## src/verilog/nes_loader_pkg.sv

```systemverilog
// Shared widths, address map and iNES header constants for the cartridge loader
// Every loader module refers to these by scoped name

package nes_loader_pkg;

	localparam int MEM_ADDR_W = 22;

	typedef logic [MEM_ADDR_W-1:0] mem_addr_t;
	typedef logic [7:0] byte_t;

	localparam int HEADER_BYTES = 16;
	localparam byte_t NES_MAGIC0 = 8'h4E; // 'N'
	localparam byte_t NES_MAGIC1 = 8'h45; // 'E'
	localparam byte_t NES_MAGIC2 = 8'h53; // 'S'
	localparam byte_t NES_MAGIC3 = 8'h1A;

	localparam int PRG_PAGE_SHIFT = 14; // 16 KB pages
	localparam int CHR_PAGE_SHIFT = 13; // 8 KB pages

	localparam mem_addr_t PRG_BASE = 22'h00_0000;
	localparam mem_addr_t CHR_BASE = 22'h20_0000;

	localparam int DL_RESET_CYCLES = 255;
	localparam int CE_DIVIDE = 4;

	// Mapper flag word handed to the console, low field last
	typedef struct packed {
		logic [6:0] spare;
		byte_t      nes2_ext;
		logic       four_screen;
		logic       chr_ram;
		logic       mirroring;
		logic [2:0] chr_size;
		logic [2:0] prg_size;
		byte_t      mapper;
	} mapper_flags_t;

	// Host order from bit 0: right, left, down, up, A, B, select, start
	typedef logic [7:0] joy_buttons_t;

endpackage

```

## src/verilog/ines_header.sv

```systemverilog
// Captures the 16-byte iNES header at the start of a download,
// validates it and decodes the mapper flag word

`timescale 1ns/10ps

module ines_header (
	input  logic                          clk,
	input  logic                          reset,
	input  logic                          loader_active,
	input  nes_loader_pkg::byte_t         dl_data,
	input  logic                          dl_wr,
	input  logic                          invert_mirroring,
	output logic                          header_ok,
	output logic                          header_bad,
	output nes_loader_pkg::byte_t         prg_pages,
	output nes_loader_pkg::byte_t         chr_pages,
	output nes_loader_pkg::mapper_flags_t mapper_flags
);

	nes_loader_pkg::byte_t hdr [nes_loader_pkg::HEADER_BYTES];
	logic [$clog2(nes_loader_pkg::HEADER_BYTES+1)-1:0] count;
	logic [$clog2(nes_loader_pkg::HEADER_BYTES+1)-1:0] idx;
	logic active_q;
	logic start;
	logic hdr_wr;
	logic magic_ok;
	logic accept;
	logic is_nes20;
	logic is_dirty;

	// Ceiling log2 of a page count, saturating at 7
	function automatic logic [2:0] size_class(input nes_loader_pkg::byte_t pages);
		logic [2:0] cls;
		int i;
		cls = 3'd0;
		for (i = 0; i < 7; i++) begin
			if (pages > (8'd1 << i))
				cls = 3'(i + 1);
		end
		return cls;
	endfunction

	assign start = loader_active & ~active_q; // New download begins
	assign idx = start ? '0 : count;
	assign hdr_wr = loader_active & dl_wr & (idx < nes_loader_pkg::HEADER_BYTES);

	assign magic_ok = (hdr[0] == nes_loader_pkg::NES_MAGIC0) &&
		(hdr[1] == nes_loader_pkg::NES_MAGIC1) &&
		(hdr[2] == nes_loader_pkg::NES_MAGIC2) &&
		(hdr[3] == nes_loader_pkg::NES_MAGIC3);
	assign accept = magic_ok & ~hdr[6][2]; // Trainers are not supported

	always_ff @(posedge clk) begin
		if (reset) begin
			active_q <= 1'b0;
			count <= '0;
			header_ok <= 1'b0;
			header_bad <= 1'b0;
		end else begin
			active_q <= loader_active;
			if (start) begin
				count <= '0;
				header_ok <= 1'b0;
				header_bad <= 1'b0;
			end
			if (hdr_wr) begin
				count <= idx + 1'b1;
				// Bytes 0 to 6 are already stored when the last one arrives
				if (idx == nes_loader_pkg::HEADER_BYTES - 1) begin
					header_ok <= accept;
					header_bad <= ~accept;
				end
			end
		end
	end

	always_ff @(posedge clk) begin
		if (hdr_wr)
			hdr[idx[$clog2(nes_loader_pkg::HEADER_BYTES)-1:0]] <= dl_data;
	end

	assign prg_pages = hdr[4];
	assign chr_pages = hdr[5];
	assign is_nes20 = (hdr[7][3:2] == 2'b10);

	always_comb begin
		int n;
		is_dirty = 1'b0;
		for (n = 8; n < nes_loader_pkg::HEADER_BYTES; n++) begin
			if (hdr[n] != 8'h00)
				is_dirty = ~is_nes20; // Junk in the tail of an iNES 1.0 header
		end
	end

	always_comb begin
		mapper_flags.mapper = {is_dirty ? 4'h0 : hdr[7][7:4], hdr[6][7:4]};
		mapper_flags.prg_size = size_class(prg_pages);
		mapper_flags.chr_size = size_class(chr_pages);
		mapper_flags.mirroring = hdr[6][0] ^ invert_mirroring;
		mapper_flags.chr_ram = (chr_pages == 8'h00);
		mapper_flags.four_screen = hdr[6][3];
		mapper_flags.nes2_ext = is_nes20 ? hdr[8] : 8'h00;
		mapper_flags.spare = '0;
	end

endmodule

```

## src/verilog/rom_placer.sv

```systemverilog
// Places the PRG and CHR bytes that follow the header into cartridge memory
// and flags completion once the last write has had time to drain

`timescale 1ns/10ps

module rom_placer (
	input  logic                      clk,
	input  logic                      reset,
	input  logic                      loader_active,
	input  nes_loader_pkg::byte_t     dl_data,
	input  logic                      dl_wr,
	input  logic                      header_ok,
	input  nes_loader_pkg::byte_t     prg_pages,
	input  nes_loader_pkg::byte_t     chr_pages,
	output nes_loader_pkg::mem_addr_t wr_addr,
	output nes_loader_pkg::byte_t     wr_data,
	output logic                      wr_strobe,
	output logic                      done
);

	typedef enum logic [2:0] {PL_IDLE, PL_PRG, PL_CHR, PL_DRAIN, PL_DONE} place_state_t;

	place_state_t state;
	nes_loader_pkg::mem_addr_t addr_cnt;
	nes_loader_pkg::mem_addr_t bytes_left;
	nes_loader_pkg::mem_addr_t prg_bytes;
	nes_loader_pkg::mem_addr_t chr_bytes;
	logic [$clog2(nes_loader_pkg::CE_DIVIDE+1)-1:0] drain_cnt;
	logic active_q;
	logic start;
	logic data_wr;

	assign start = loader_active & ~active_q;
	assign data_wr = loader_active & dl_wr;
	assign prg_bytes = nes_loader_pkg::mem_addr_t'(prg_pages) << nes_loader_pkg::PRG_PAGE_SHIFT;
	assign chr_bytes = nes_loader_pkg::mem_addr_t'(chr_pages) << nes_loader_pkg::CHR_PAGE_SHIFT;

	always_ff @(posedge clk) begin
		if (reset)
			active_q <= 1'b0;
		else
			active_q <= loader_active;
	end

	always_ff @(posedge clk) begin
		if (reset || start) begin
			state <= PL_IDLE;
			wr_strobe <= 1'b0;
			done <= 1'b0;
			drain_cnt <= '0;
		end else begin
			wr_strobe <= 1'b0;
			case (state)
				PL_IDLE: if (header_ok) begin
					state <= PL_PRG;
					addr_cnt <= nes_loader_pkg::PRG_BASE;
					bytes_left <= prg_bytes;
				end
				PL_PRG, PL_CHR: begin
					if (bytes_left == '0) begin
						if (state == PL_PRG) begin
							state <= PL_CHR;
							addr_cnt <= nes_loader_pkg::CHR_BASE;
							bytes_left <= chr_bytes;
						end else begin
							state <= PL_DRAIN;
							drain_cnt <= ($bits(drain_cnt))'(nes_loader_pkg::CE_DIVIDE);
						end
					end else if (data_wr) begin
						wr_addr <= addr_cnt;
						wr_data <= dl_data;
						wr_strobe <= 1'b1;
						addr_cnt <= addr_cnt + 1'b1;
						bytes_left <= bytes_left - 1'b1;
					end
				end
				// Wait out one console slot so the final write reaches memory
				PL_DRAIN: begin
					if (drain_cnt == '0) begin
						done <= 1'b1;
						state <= PL_DONE;
					end else begin
						drain_cnt <= drain_cnt - 1'b1;
					end
				end
				PL_DONE: state <= PL_DONE; // Trailing bytes are dropped
				default: state <= PL_IDLE;
			endcase
		end
	end

endmodule

```

## src/verilog/console_reset.sv

```systemverilog
// Console clock enable and reset sequencing around ROM downloads
// Holds the console in reset from power-up until a download has finished its tail

`timescale 1ns/10ps

module console_reset (
	input  logic clk,
	input  logic reset,
	input  logic downloading,
	input  logic load_error,
	output logic nes_reset,
	output logic cpu_ce,
	output logic loader_active
);

	logic [$clog2(nes_loader_pkg::CE_DIVIDE)-1:0] ce_cnt;
	logic [$clog2(nes_loader_pkg::DL_RESET_CYCLES+1)-1:0] tail_cnt;
	logic hold;
	logic tail_busy;

	assign cpu_ce = (ce_cnt == nes_loader_pkg::CE_DIVIDE - 1); // One slot in four
	assign tail_busy = (tail_cnt != '0);
	assign loader_active = downloading | tail_busy;

	always_ff @(posedge clk) begin
		if (reset) begin
			ce_cnt <= '0;
			tail_cnt <= '0;
			hold <= 1'b1;
			nes_reset <= 1'b1;
		end else begin
			ce_cnt <= cpu_ce ? '0 : ce_cnt + 1'b1;

			// Tail restarts for as long as the host is still sending
			if (downloading)
				tail_cnt <= ($bits(tail_cnt))'(nes_loader_pkg::DL_RESET_CYCLES);
			else if (tail_busy)
				tail_cnt <= tail_cnt - 1'b1;

			if (downloading)
				hold <= 1'b0; // Power-up hold ends with the first download

			nes_reset <= hold | downloading | tail_busy | load_error;
		end
	end

endmodule

```

## src/verilog/mem_write_stage.sv

```systemverilog
// Holds one loader write and hands it to memory in the console enable slot
// The host spacing rule keeps at most one write pending

`timescale 1ns/10ps

module mem_write_stage (
	input  logic                      clk,
	input  logic                      reset,
	input  nes_loader_pkg::mem_addr_t wr_addr,
	input  nes_loader_pkg::byte_t     wr_data,
	input  logic                      wr_strobe,
	input  logic                      cpu_ce,
	output nes_loader_pkg::mem_addr_t mem_addr,
	output nes_loader_pkg::byte_t     mem_data,
	output logic                      mem_write
);

	logic pending;

	assign mem_write = pending & cpu_ce; // Pulse lands in the memory slot

	always_ff @(posedge clk) begin
		if (reset) begin
			pending <= 1'b0;
		end else begin
			if (mem_write)
				pending <= 1'b0;
			if (wr_strobe)
				pending <= 1'b1;
		end
	end

	always_ff @(posedge clk) begin
		if (wr_strobe) begin
			mem_addr <= wr_addr;
			mem_data <= wr_data;
		end
	end

endmodule

```

## src/verilog/joypad_ports.sv

```systemverilog
// Two NES controller ports as serial shift registers
// Loaded on strobe, shifted on each falling edge of the port clock

`timescale 1ns/10ps

module joypad_ports (
	input  logic                         clk,
	input  logic                         nes_reset,
	input  nes_loader_pkg::joy_buttons_t joy_a,
	input  nes_loader_pkg::joy_buttons_t joy_b,
	input  logic                         joy_swap,
	input  logic                         joypad_strobe,
	input  logic [1:0]                   joypad_clock,
	output logic [1:0]                   joy_data
);

	nes_loader_pkg::byte_t port_bits [2];
	nes_loader_pkg::byte_t src [2];
	logic [1:0] clock_q;

	// NES order from bit 0: A, B, select, start, up, down, left, right
	function automatic nes_loader_pkg::byte_t to_nes_order(input nes_loader_pkg::joy_buttons_t h);
		return {h[0], h[1], h[2], h[3], h[7], h[6], h[5], h[4]};
	endfunction

	assign src[0] = joy_swap ? to_nes_order(joy_b) : to_nes_order(joy_a);
	assign src[1] = joy_swap ? to_nes_order(joy_a) : to_nes_order(joy_b);

	always_ff @(posedge clk) begin
		int n;
		if (nes_reset) begin
			port_bits[0] <= '0;
			port_bits[1] <= '0;
			clock_q <= '0;
		end else begin
			clock_q <= joypad_clock;
			for (n = 0; n < 2; n++) begin
				if (joypad_strobe)
					port_bits[n] <= src[n];
				else if (clock_q[n] & ~joypad_clock[n])
					port_bits[n] <= {1'b0, port_bits[n][7:1]}; // Zeros after the eighth read
			end
		end
	end

	assign joy_data = {port_bits[1][0], port_bits[0][0]};

endmodule

```

## src/verilog/nes_loader_top.sv

```systemverilog
// Cartridge loading path of the NES core with the controller ports beside it
// The host streams an iNES file byte by byte while downloading is high

`timescale 1ns/10ps

module nes_loader_top (
	input  logic                          clk,
	input  logic                          reset,
	input  logic                          downloading,
	input  nes_loader_pkg::byte_t         dl_data,
	input  logic                          dl_wr,
	input  logic                          invert_mirroring,
	input  nes_loader_pkg::joy_buttons_t  joy_a,
	input  nes_loader_pkg::joy_buttons_t  joy_b,
	input  logic                          joy_swap,
	input  logic                          joypad_strobe,
	input  logic [1:0]                    joypad_clock,
	output nes_loader_pkg::mem_addr_t     mem_addr,
	output nes_loader_pkg::byte_t         mem_data,
	output logic                          mem_write,
	output nes_loader_pkg::mapper_flags_t mapper_flags,
	output logic                          load_done,
	output logic                          load_error,
	output logic                          nes_reset,
	output logic                          cpu_ce,
	output logic [1:0]                    joy_data
);

	logic loader_active;
	logic header_ok;
	logic header_bad;
	nes_loader_pkg::byte_t prg_pages;
	nes_loader_pkg::byte_t chr_pages;
	nes_loader_pkg::mapper_flags_t header_flags;
	nes_loader_pkg::mem_addr_t wr_addr;
	nes_loader_pkg::byte_t wr_data;
	logic wr_strobe;
	logic place_done;

	assign load_error = header_bad;
	assign load_done = place_done | header_bad; // A rejected header ends the load at once

	always_ff @(posedge clk) begin
		if (reset)
			mapper_flags <= '0;
		else if (load_done)
			mapper_flags <= header_flags;
	end

	console_reset console_reset_i (.clk, .reset, .downloading, .load_error,
		.nes_reset, .cpu_ce, .loader_active);

	ines_header ines_header_i (.clk, .reset, .loader_active, .dl_data, .dl_wr,
		.invert_mirroring, .header_ok, .header_bad, .prg_pages, .chr_pages,
		.mapper_flags(header_flags));

	rom_placer rom_placer_i (.clk, .reset, .loader_active, .dl_data, .dl_wr, .header_ok,
		.prg_pages, .chr_pages, .wr_addr, .wr_data, .wr_strobe, .done(place_done));

	mem_write_stage mem_write_stage_i (.clk, .reset, .wr_addr, .wr_data, .wr_strobe,
		.cpu_ce, .mem_addr, .mem_data, .mem_write);

	joypad_ports joypad_ports_i (.clk, .nes_reset, .joy_a, .joy_b, .joy_swap,
		.joypad_strobe, .joypad_clock, .joy_data);

endmodule

```

## config.mk

```make
export PLATFORM = sky130hd
export DESIGN_NAME = nes_loader_top
export DESIGN_NICKNAME = d
export VERILOG_FILES = /design/src/verilog/nes_loader_pkg.sv /design/src/verilog/ines_header.sv /design/src/verilog/rom_placer.sv /design/src/verilog/console_reset.sv /design/src/verilog/mem_write_stage.sv /design/src/verilog/joypad_ports.sv /design/src/verilog/nes_loader_top.sv
export SDC_FILE = /design/constraint.sdc
export NUM_CORES = 1
export LEC_CHECK = 0
export ABC_AREA = 0
export BUFFER_PORTS_ARGS = -buffer_cell sky130_fd_sc_hd__buf_2
export CORE_UTILIZATION = 40
export CTS_CLUSTER_DIAMETER = 80
export DETAILED_ROUTE_END_ITERATION = 7
export PLACE_DENSITY = 0.66
export SYNTH_ARGS = -nofsm -noshare
export SYNTH_HDL_FRONTEND = slang
export SYNTH_SLANG_ARGS = --single-unit
```

## constraint.sdc

```tcl
create_clock -name clk -period 25.2 [get_ports clk]
set_input_delay 5.04 -clock clk [delete_from_list [all_inputs] [get_ports clk]]
set_output_delay 5.04 -clock clk [all_outputs]
set_load 0.1 [all_outputs]
```

==> results of run 1 <==
cell type report:
type                            instances  area [µm²]
Fill cell                            2566       15170
Sequential cell                       301        8468
Multi-Input combinational cell        514        3098
Clock buffer                           40       885.9
Timing Repair Buffer                   99       508.0
Tap cell                              384       480.5
Clock inverter                         18       165.2
Inverter                               21       78.83
cells in the mapped netlist, types with 11 or more instances:
library cell / instances / area share (%)
clkbuf_1: 12 / 0.38
dfxtp_1: 57 / 9.7
nand2_1: 67 / 2.1
mux2i_1: 19 / 1.6
xnor2_1: 26 / 1.9
nor3_1: 32 / 1.4
nand3_1: 12 / 0.51
and2_1: 24 / 1.3
a21oi_1: 40 / 1.7
or4_1: 12 / 0.77
nand4_1: 11 / 0.58
o21ai_0: 34 / 1.4
nor4_1: 25 / 1.3
ha_1: 12 / 1.3
nor2_1: 87 / 2.8
edfxtp_1: 244 / 62
buf_4: 12 / 0.77
inv_1: 20 / 0.64
layout by cell type (no fill, tap or decap), types with 10 or more instances in the layout:
master,synthesis,final
nor4_1,25,25
edfxtp_1,244,244
or4_1,12,12
nand4_1,11,11
nand3_1,12,12
nand2_1,67,67
o21ai_0,34,34
or3_1,10,10
and2_1,24,24
mux2i_1,19,19
nor3_1,32,31
ha_1,12,12
dfxtp_1,57,57
clkbuf_16,0,33
a21oi_1,40,40
buf_2,3,94
nor2_1,87,87
inv_1,20,20
xor2_1,10,10
xnor2_1,26,26
nand2b_1,10,10
cell families after synthesis:
family | count (synthesis)
fa+ha+maj | 12
mux | 20
flops | 301
compound gates | 122
simple gates | 317
buf+inv | 52
other cells | 1
xor+xnor | 36
metal layers:
metal  global-route usage, %  vias up  share of wire, %
met5                       0        -                 0
met1                   19.76     3436                44
met3                   2.654       35               4.7
li1                        -     3444                 -
met4                   4.240        0               2.0
met2                   25.84      155                49
flip-flops by register name (all words and copies together) (netlist names), 3 cells and up:
name	flops
rom_placer_i.addr_cnt	22
mem_write_stage_i.mem_addr	22
mem_write_stage_i.mem_data	8
rom_placer_i.bytes_left	22
mapper_flags	25
joypad_ports_i.port_bits	16
ines_header_i.count	5
ines_header_i.hdr	125
rom_placer_i.drain_cnt	3
rom_placer_i.wr_addr	22
rom_placer_i.state	3
rom_placer_i.wr_data	8
console_reset_i.tail_cnt	8
final timing paths:
| check | from | to | slack [ns] | depth (start not counted) |
|---|---|---|---|---|
| hold reg to reg | rom_placer_i.wr_addr[5]$_DFFE_PP_ | mem_write_stage_i.mem_addr[5]$_DFFE_PP_ | 0.42 | 0 |
| setup reg to reg | console_reset_i.tail_cnt[0]$_SDFFE_PP0N_ | ines_header_i.hdr[15][4]$_DFFE_PP_ | 21.61 | 9 |
| hold / removal | rom_placer_i.wr_addr[5]$_DFFE_PP_ | mem_write_stage_i.mem_addr[5]$_DFFE_PP_ | 0.42 | 0 |
| setup / recovery | downloading | ines_header_i.hdr[15][4]$_DFFE_PP_ | 17.63 | 8 |
through the flow:
stage,cell area (µm²),util [%]
finish,13680,47.42
global route,13680,47.42
CTS,13680,47.42
detailed placement,12630,43.78
global placement,12630,43.78
floorplan,11800,-
power by group through the flow:
stage	registers, mW	logic (mW)	clock network (mW)
after floorplan	0.549	0.0171	0
after global placement	0.550	0.0263	0
after detailed placement	0.550	0.0267	0
after CTS	0.539	0.0269	0.469
after global routing	0.539	0.0290	0.487
final	0.539	0.0267	0.459
==> impl_metrics.ini, run 1 <==
[run_status]
status = finished clean

[critical_path]
max_stage_delay_ns = 0.83
path_buf_inv = 2
start_kind = primary input
required_ns = 25.38
critPathMaxFanout = 8
crit_path_cell_trace = buf_2 > nor4b_1 > a21o_1 > nand2_1 > inv_1 > ha_1 > nand2_1 > nor3_1
cp_slowest_cell = nor3_1
worstSetupPathType = primary input to register
cp_data_arrival_time_ns = 7.76
critPathMostFrequentCell = nand2_1
end_kind = register
crit_family = simple AND/OR/NAND/NOR gates

[detailed_routing]
vias = 7070
viasPerCell = 5.134
ant_nets = 0
dr.first_iter.drc_count = 461
routedWlPerCell_um = 16.49
drcViolationCount = 0
wirelength_mm = 22.71
drtPass1Iterations = 5

[synth]
synthArstFlopShare_pct = 0
synth_compound_area_share_pct = 6.481
yosys.area_share.simple_pct = 13.84
synth_adder_area_share_pct = 1.275
synth_seq_cells = 301
syn_avg_cell_area_um2 = 13.68
synthXorXnorAreaFrac_pct = 2.677
yosysUniqueCellTypes = 64
synth_edf_count = 244
syn-instance-count = 861
ys_dominant_reg_cell = edfxtp_1
ys_seq_area_share_pct = 71.91
yosysWarnings = 0
synth.area.mux_share_pct = 1.711
synth_top_family_by_area = simple AND/OR/NAND/NOR gates
syn-cell-area_um2 = 11780

[grt]
antenna_found_initial = 0
grt_max_degree = 45
grt_pass1_wl_mm = 36.43
grt_pass1_vias = 6781
grt_usage_pct = 15.11
overflow = 0

[clocking]
cts.root.buffer_cell = clkbuf_16
ctsLongestPathBuffers = 3
htreeDepth = 1
clk_pin_slew_ns = 0.06
post_cts_buffers = 0
insertion_delay_ns = 0.56
cts_buffers = 31
hold_buffers = 0
cts.sinks = 301
cts_tree = yes
cts-resized-gates = 0

[sta]
tightest_slew_ns = 1.021
maxSlewViolCount = 0
grt_setup_unrepaired = false
slew_headroom_pct = 31.43
setup_slack_ns = 17.63
hold_viol = 0
fmax_mhz = 132.0
period_share_pct = 30.06
timing.setup.tns_ns = 0
setup_viol = 0
clock-skew-final_ns = 0.01437
fin_hold_ws_ns = 0.4168
layout_min_cycle_time_ns = 7.574

[power_and_ir_drop]
seq_power_share_pct = 52.6
power_leakage_nw = 4.796
ir_drop_v = 0.00005956
internal_power_uw = 814.1
switchingPower_uw = 211.1
fin_total_pwr_mw = 1.025
combPwrFrac_pct = 2.6
p_clk_share_pct = 44.8
powerDensity_nw_per_um2 = 74.92
p_sw_share_pct = 20.59

[layout]
final_nets = 1013
layout-drive-gt1-share_pct = 16.82
syn_to_final_growth_pct = 16.20
n_antenna_cell = 0
final_cells = 1377

[run]
drv_cap = 0

[die]
fp.dieW_um = 173.6
start_util_pct = 40.81
row_count = 62
die_h_um = 173.6
io_pins = 102
die_area_um2 = 30130
coreArea_um2 = 28860

[placement]
dpl.cell_count = 1319
dpl.hpwl_mm = 14.50
place.gp.congestion = 0.7635
pre_cts_slack_ns = 17.02
portBuffers = 94

[min_path]
min_path_type = register to register
(Power assumes the default switching activity.)
==> run 2: changes to the inputs <==
--- a/config.mk
+++ b/config.mk
@@ -10,7 +10,7 @@
 export CORE_UTILIZATION = 40
 export CTS_CLUSTER_DIAMETER = 80
 export DETAILED_ROUTE_END_ITERATION = 7
-export PLACE_DENSITY = 0.66
+export PLACE_DENSITY = 0.68
 export SYNTH_ARGS = -nofsm -noshare
 export SYNTH_HDL_FRONTEND = slang
 export SYNTH_SLANG_ARGS = --single-unit
==> constraint.sdc (replaced) <==
create_clock -name clk -period 6.8 [get_ports clk]
set_input_delay 1.36 -clock clk [delete_from_list [all_inputs] [get_ports clk]]
set_output_delay 1.36 -clock clk [all_outputs]
set_load 0.1 [all_outputs]
==> impl_metrics.ini, run 2 (synthesized netlist as in run 1, its figures left out) <==
[critical_path]
crit_path_cell_trace = buf_2 > nor4b_1 > a21o_1 > nand2_1 > inv_1 > ha_1 > nand2_1 > nor3_1
max_stage_delay_ns = 0.86
worstSetupPathType = primary input to register
end_kind = register
start_kind = primary input
cp_slowest_cell = nor3_1
cp_data_arrival_time_ns = 4.04
critPathMostFrequentCell = nand2_1
required_ns = 6.97
critPathMaxFanout = 8

[run]
drv_cap = 0

[grt]
antenna_found_initial = 0
grt_max_degree = 45
grt_pass1_vias = 6939
grt_usage_pct = 14.82
grt_pass1_wl_mm = 35.80
overflow = 0

[clocking]
cts_tree = yes
hold_buffers = 0
clk_pin_slew_ns = 0.06
post_cts_buffers = 0
cts-resized-gates = 0
cts_buffers = 30
cts.sinks = 301
insertion_delay_ns = 0.56
ctsLongestPathBuffers = 3
htreeDepth = 1
cts.root.buffer_cell = clkbuf_16

[layout]
final_cells = 1376
final_nets = 1014
layout-drive-gt1-share_pct = 15.63
largest_register_ffs = 125
fillers = 2559
n_antenna_cell = 0
syn_to_final_growth_pct = 15.43
final_common_cell = edfxtp_1
mostFrequentLayoutCells = 244 x edfxtp_1, 94 x buf_2, 87 x nor2_1, 67 x nand2_1, 57 x dfxtp_1
final_util_pct = 47.10

[sta]
fmax_mhz = 258.1
slew_headroom_pct = 28.82
setup_viol = 0
maxSlewViolCount = 0
clock-skew-final_ns = 0.009384
tightest_slew_ns = 1.060
period_share_pct = 56.98
hold_viol = 0
timing.setup.tns_ns = 0
layout_min_cycle_time_ns = 3.875
grt_setup_unrepaired = false

[die]
fp.dieW_um = 173.6
io_pins = 102
row_count = 62
start_util_pct = 40.81
die_h_um = 173.6
die_area_um2 = 30130
coreArea_um2 = 28860

[detailed_routing]
routedWlPerCell_um = 16.12
ant_nets = 0
drtPass1Iterations = 4
wirelength_mm = 22.18
viasPerCell = 5.051
drcViolationCount = 0
vias = 6950
dr.first_iter.drc_count = 555

[placement]
place.gp.congestion = 0.7722
portBuffers = 94
dpl.hpwl_mm = 14.32
dpl.cell_count = 1321

[run_status]
status = finished clean

[min_path]
min_path_type = register to register

[power_and_ir_drop]
fin_total_pwr_mw = 3.656
powerDensity_nw_per_um2 = 269.0
power_leakage_nw = 4.718
ir_drop_v = 0.0002207
## run 2: routing by layer
metal  share of wire [%]  GRT usage, %  vias to the layer above
met3                 4.5         2.171                       36
met5                   0             0                        -
met2                  51         26.34                      162
met4                 2.1         4.459                        0
li1                    -             -                     3425
met1                  43         18.68                     3327
## run 2: cell type report
cell class | instances | area [µm²] | area share (%)
clock buffers | 41 | 802.0 | 5.900
clock inverters | 14 | 130.1 | 0.9573
inverters | 21 | 78.83 | 0.5799
repair buffers | 101 | 523.0 | 3.848
multi-input cells | 514 | 3110 | 22.88
well taps | 384 | 480.5 | 3.535
flip-flops and latches | 301 | 8468 | 62.30
## run 2: where the power goes
part	internal, mW	switching [mW]	total, mW
Combinational	0.0264	0.0722	0.0986
Clock	0.898	0.660	1.56
Sequential	1.99	0.00802	2.00
## run 2: worst max-delay path, delay by kind of cell
family / cells / cell delay [ns]
buf+inv: 2 / 0.23
simple gates: 4 / 1.84
compound gates: 1 / 0.34
fa+ha+maj: 1 / 0.25
## run 2: through the flow
step                hold slack (ns)  instance area [µm²]  worst slack, ns
floorplan                    0.4003                11810            1.151
global placement             0.4019                12660            2.411
detailed placement           0.4045                12660            2.329
CTS                          0.4200                13590            2.898
global route                 0.4245                13590            2.674
finish                       0.4172                13590            2.925
## run 2: worst paths after layout
kind / slack [ns] / from / depth (start not counted) / to
worst min register to register: 0.42 / rom_placer_i.wr_addr[11]$_DFFE_PP_ / 0 / mem_write_stage_i.mem_addr[11]$_DFFE_PP_
worst max-delay path: 2.93 / downloading / 8 / ines_header_i.hdr[15][4]$_DFFE_PP_
worst min-delay path: 0.42 / rom_placer_i.wr_addr[11]$_DFFE_PP_ / 0 / mem_write_stage_i.mem_addr[11]$_DFFE_PP_
worst max register to register: 3.25 / console_reset_i.tail_cnt[0]$_SDFFE_PP0N_ / 9 / ines_header_i.hdr[15][4]$_DFFE_PP_
==> run 3: changes to the inputs <==
==> constraint.sdc (replaced) <==
create_clock -name clk -period 3.3 [get_ports clk]
set_input_delay 0.66 -clock clk [delete_from_list [all_inputs] [get_ports clk]]
set_output_delay 0.66 -clock clk [all_outputs]
set_load 0.1 [all_outputs]
==> impl_metrics.ini, run 3 (synthesized netlist as in run 1, its figures left out) <==
[grt]
antenna_found_initial = 0
grt_usage_pct = 14.83
grt_max_degree = 45
grtUsageMet1_pct = 18.92
busiest_layer = met2
grt_pass1_wl_mm = 35.85
met2_usage_pct = 25.94
grt.met3_usage_pct = 2.346
overflow = 0
grt_pass1_vias = 6864

[detailed_routing]
drcViolationCount = 0
viasPerCell = 5.093
drtPass1Iterations = 4
ant_nets = 0
dr.first_iter.drc_count = 391
vias = 7043
wirelength_mm = 22.32
routedWlPerCell_um = 16.14

[run]
drv_cap = 0

[critical_path]
start_kind = register
r2r_slack_ns = 0.37
cp_data_arrival_time_ns = 3.15
reg2reg_from = rom_placer_i.bytes_left[0]$_SDFFCE_PP0P_
crit_path_cell_trace = inv_1 > ha_1 > or4b_1 > nor4_4 > a21oi_2 > a2111oi_4 > buf_12
path_buf_inv = 2
critPathMaxFanout = 44
rr_worst_depth = 7
r2r_end = rom_placer_i.addr_cnt[16]$_SDFFCE_PP0P_
crit_family = simple AND/OR/NAND/NOR gates
required_ns = 3.52
max_stage_delay_ns = 0.60
worstSetupPathType = register to register
end_kind = register
cp_slowest_cell = or4b_1

[min_path]
hold_path_end = joypad_ports_i.clock_q[1]$_SDFF_PP0_
worstHoldStart = joypad_clock[1]
whs_path_depth = 2
min_path_type = primary input to register

[clocking]
cts-resized-gates = 0
cts_buffers = 30
htreeDepth = 1
ctsLongestPathBuffers = 3
cts.sinks = 301
cts_tree = yes
cts.root.buffer_cell = clkbuf_16
insertion_delay_ns = 0.55
clk_pin_slew_ns = 0.06
hold_buffers = 0
post_cts_buffers = 0

[power_and_ir_drop]
powerDensity_nw_per_um2 = 555.8
ir_drop_v = 0.0004292
power_leakage_nw = 4.798

[sta]
fmax_mhz = 341.3
fin_hold_ws_ns = 0.3442
maxSlewViolCount = 0
grt_setup_unrepaired = false
layout_min_cycle_time_ns = 2.930
tightest_slew_ns = 0.7804
slew_headroom_pct = 47.57
hold_viol = 0
timing.setup.tns_ns = 0
period_share_pct = 88.78
setup_viol = 0
clock-skew-final_ns = 0.01532

[run_status]
status = finished clean

[die]
row_count = 62
fp.dieW_um = 173.6
die_area_um2 = 30130
die_h_um = 173.6
start_util_pct = 40.81
io_pins = 102
coreArea_um2 = 28860

[placement]
dpl.hpwl_mm = 14.55
portBuffers = 94
place.gp.congestion = 0.7890

[layout]
syn_to_final_growth_pct = 16.21
fillers = 2526
layout-drive-gt1-share_pct = 16.92
final_nets = 1020
largest_register_ffs = 125
final_common_cell = edfxtp_1
final_util_pct = 47.42
mostFrequentLayoutCells = 244 x edfxtp_1, 94 x buf_2, 87 x nor2_1, 67 x nand2_1, 57 x dfxtp_1
n_antenna_cell = 0
[run 3: cell types whose count changed in the layout (fill, tap and decap cells not counted), sizes merged]
cell and change:
clkbuf +1, clkinvlp -3, inv +1, clkinv +2, buf +6
[run 3: worst max-delay path by stage]
stage / slack (ns) / start / cells after the start / to
after global routing: 0.22 / rom_placer_i.bytes_left[0]$_SDFFCE_PP0P_ / 7 / rom_placer_i.addr_cnt[3]$_SDFFCE_PP0P_
after detailed placement: 0.33 / downloading / 6 / rom_placer_i.addr_cnt[17]$_SDFFCE_PP0P_
after CTS: 0.36 / rom_placer_i.bytes_left[0]$_SDFFCE_PP0P_ / 7 / rom_placer_i.addr_cnt[3]$_SDFFCE_PP0P_
after floorplan: -0.47 / rom_placer_i.bytes_left[0]$_SDFFCE_PP0P_ / 7 / rom_placer_i.addr_cnt[0]$_SDFFCE_PP0P_
after global placement: 0.38 / downloading / 6 / rom_placer_i.addr_cnt[15]$_SDFFCE_PP0P_
final: 0.37 / rom_placer_i.bytes_left[0]$_SDFFCE_PP0P_ / 7 / rom_placer_i.addr_cnt[16]$_SDFFCE_PP0P_
[run 3: final cells by class]
cell class              count  area, µm²  share of cell area, %
clock buffers              42      828.3                  6.052
well taps                 384      480.5                  3.511
inverters                  21      78.83                 0.5760
multi-input cells         514       3117                  22.77
clock inverters            14      132.6                 0.9691
repair buffers            107      580.6                  4.242
flip-flops and latches    301       8468                  61.88
[run 3: per-layer routing]
layer	share of wire [%]	routed length [µm]	up-vias
li1	-	-	3447
met1	44	9777	3398
met2	50	11050	163
met3	4.5	997	35
met4	2.2	496	0
met5	0	0	-
[run 3: where the power goes]
group	total (mW)	switching (mW)	internal (mW)	leakage (nW)
Sequential	4.12	0.0159	4.10	2.82
Combinational	0.208	0.150	0.0578	1.50
Clock	3.28	1.37	1.91	0.480
[run 3: per-stage QoR]
stage                     total power [mW]  worst slack [ns]  area [µm²]  cells
after CTS                            7.687            0.3587       13690   1383
final                                7.606            0.3704       13690   1383
after global placement               4.402            0.3787       12720   1327
after detailed placement             4.408            0.3282       12720   1327
after global routing                 7.832            0.2161       13690   1383
after floorplan                      4.328           -0.4734       11820    867
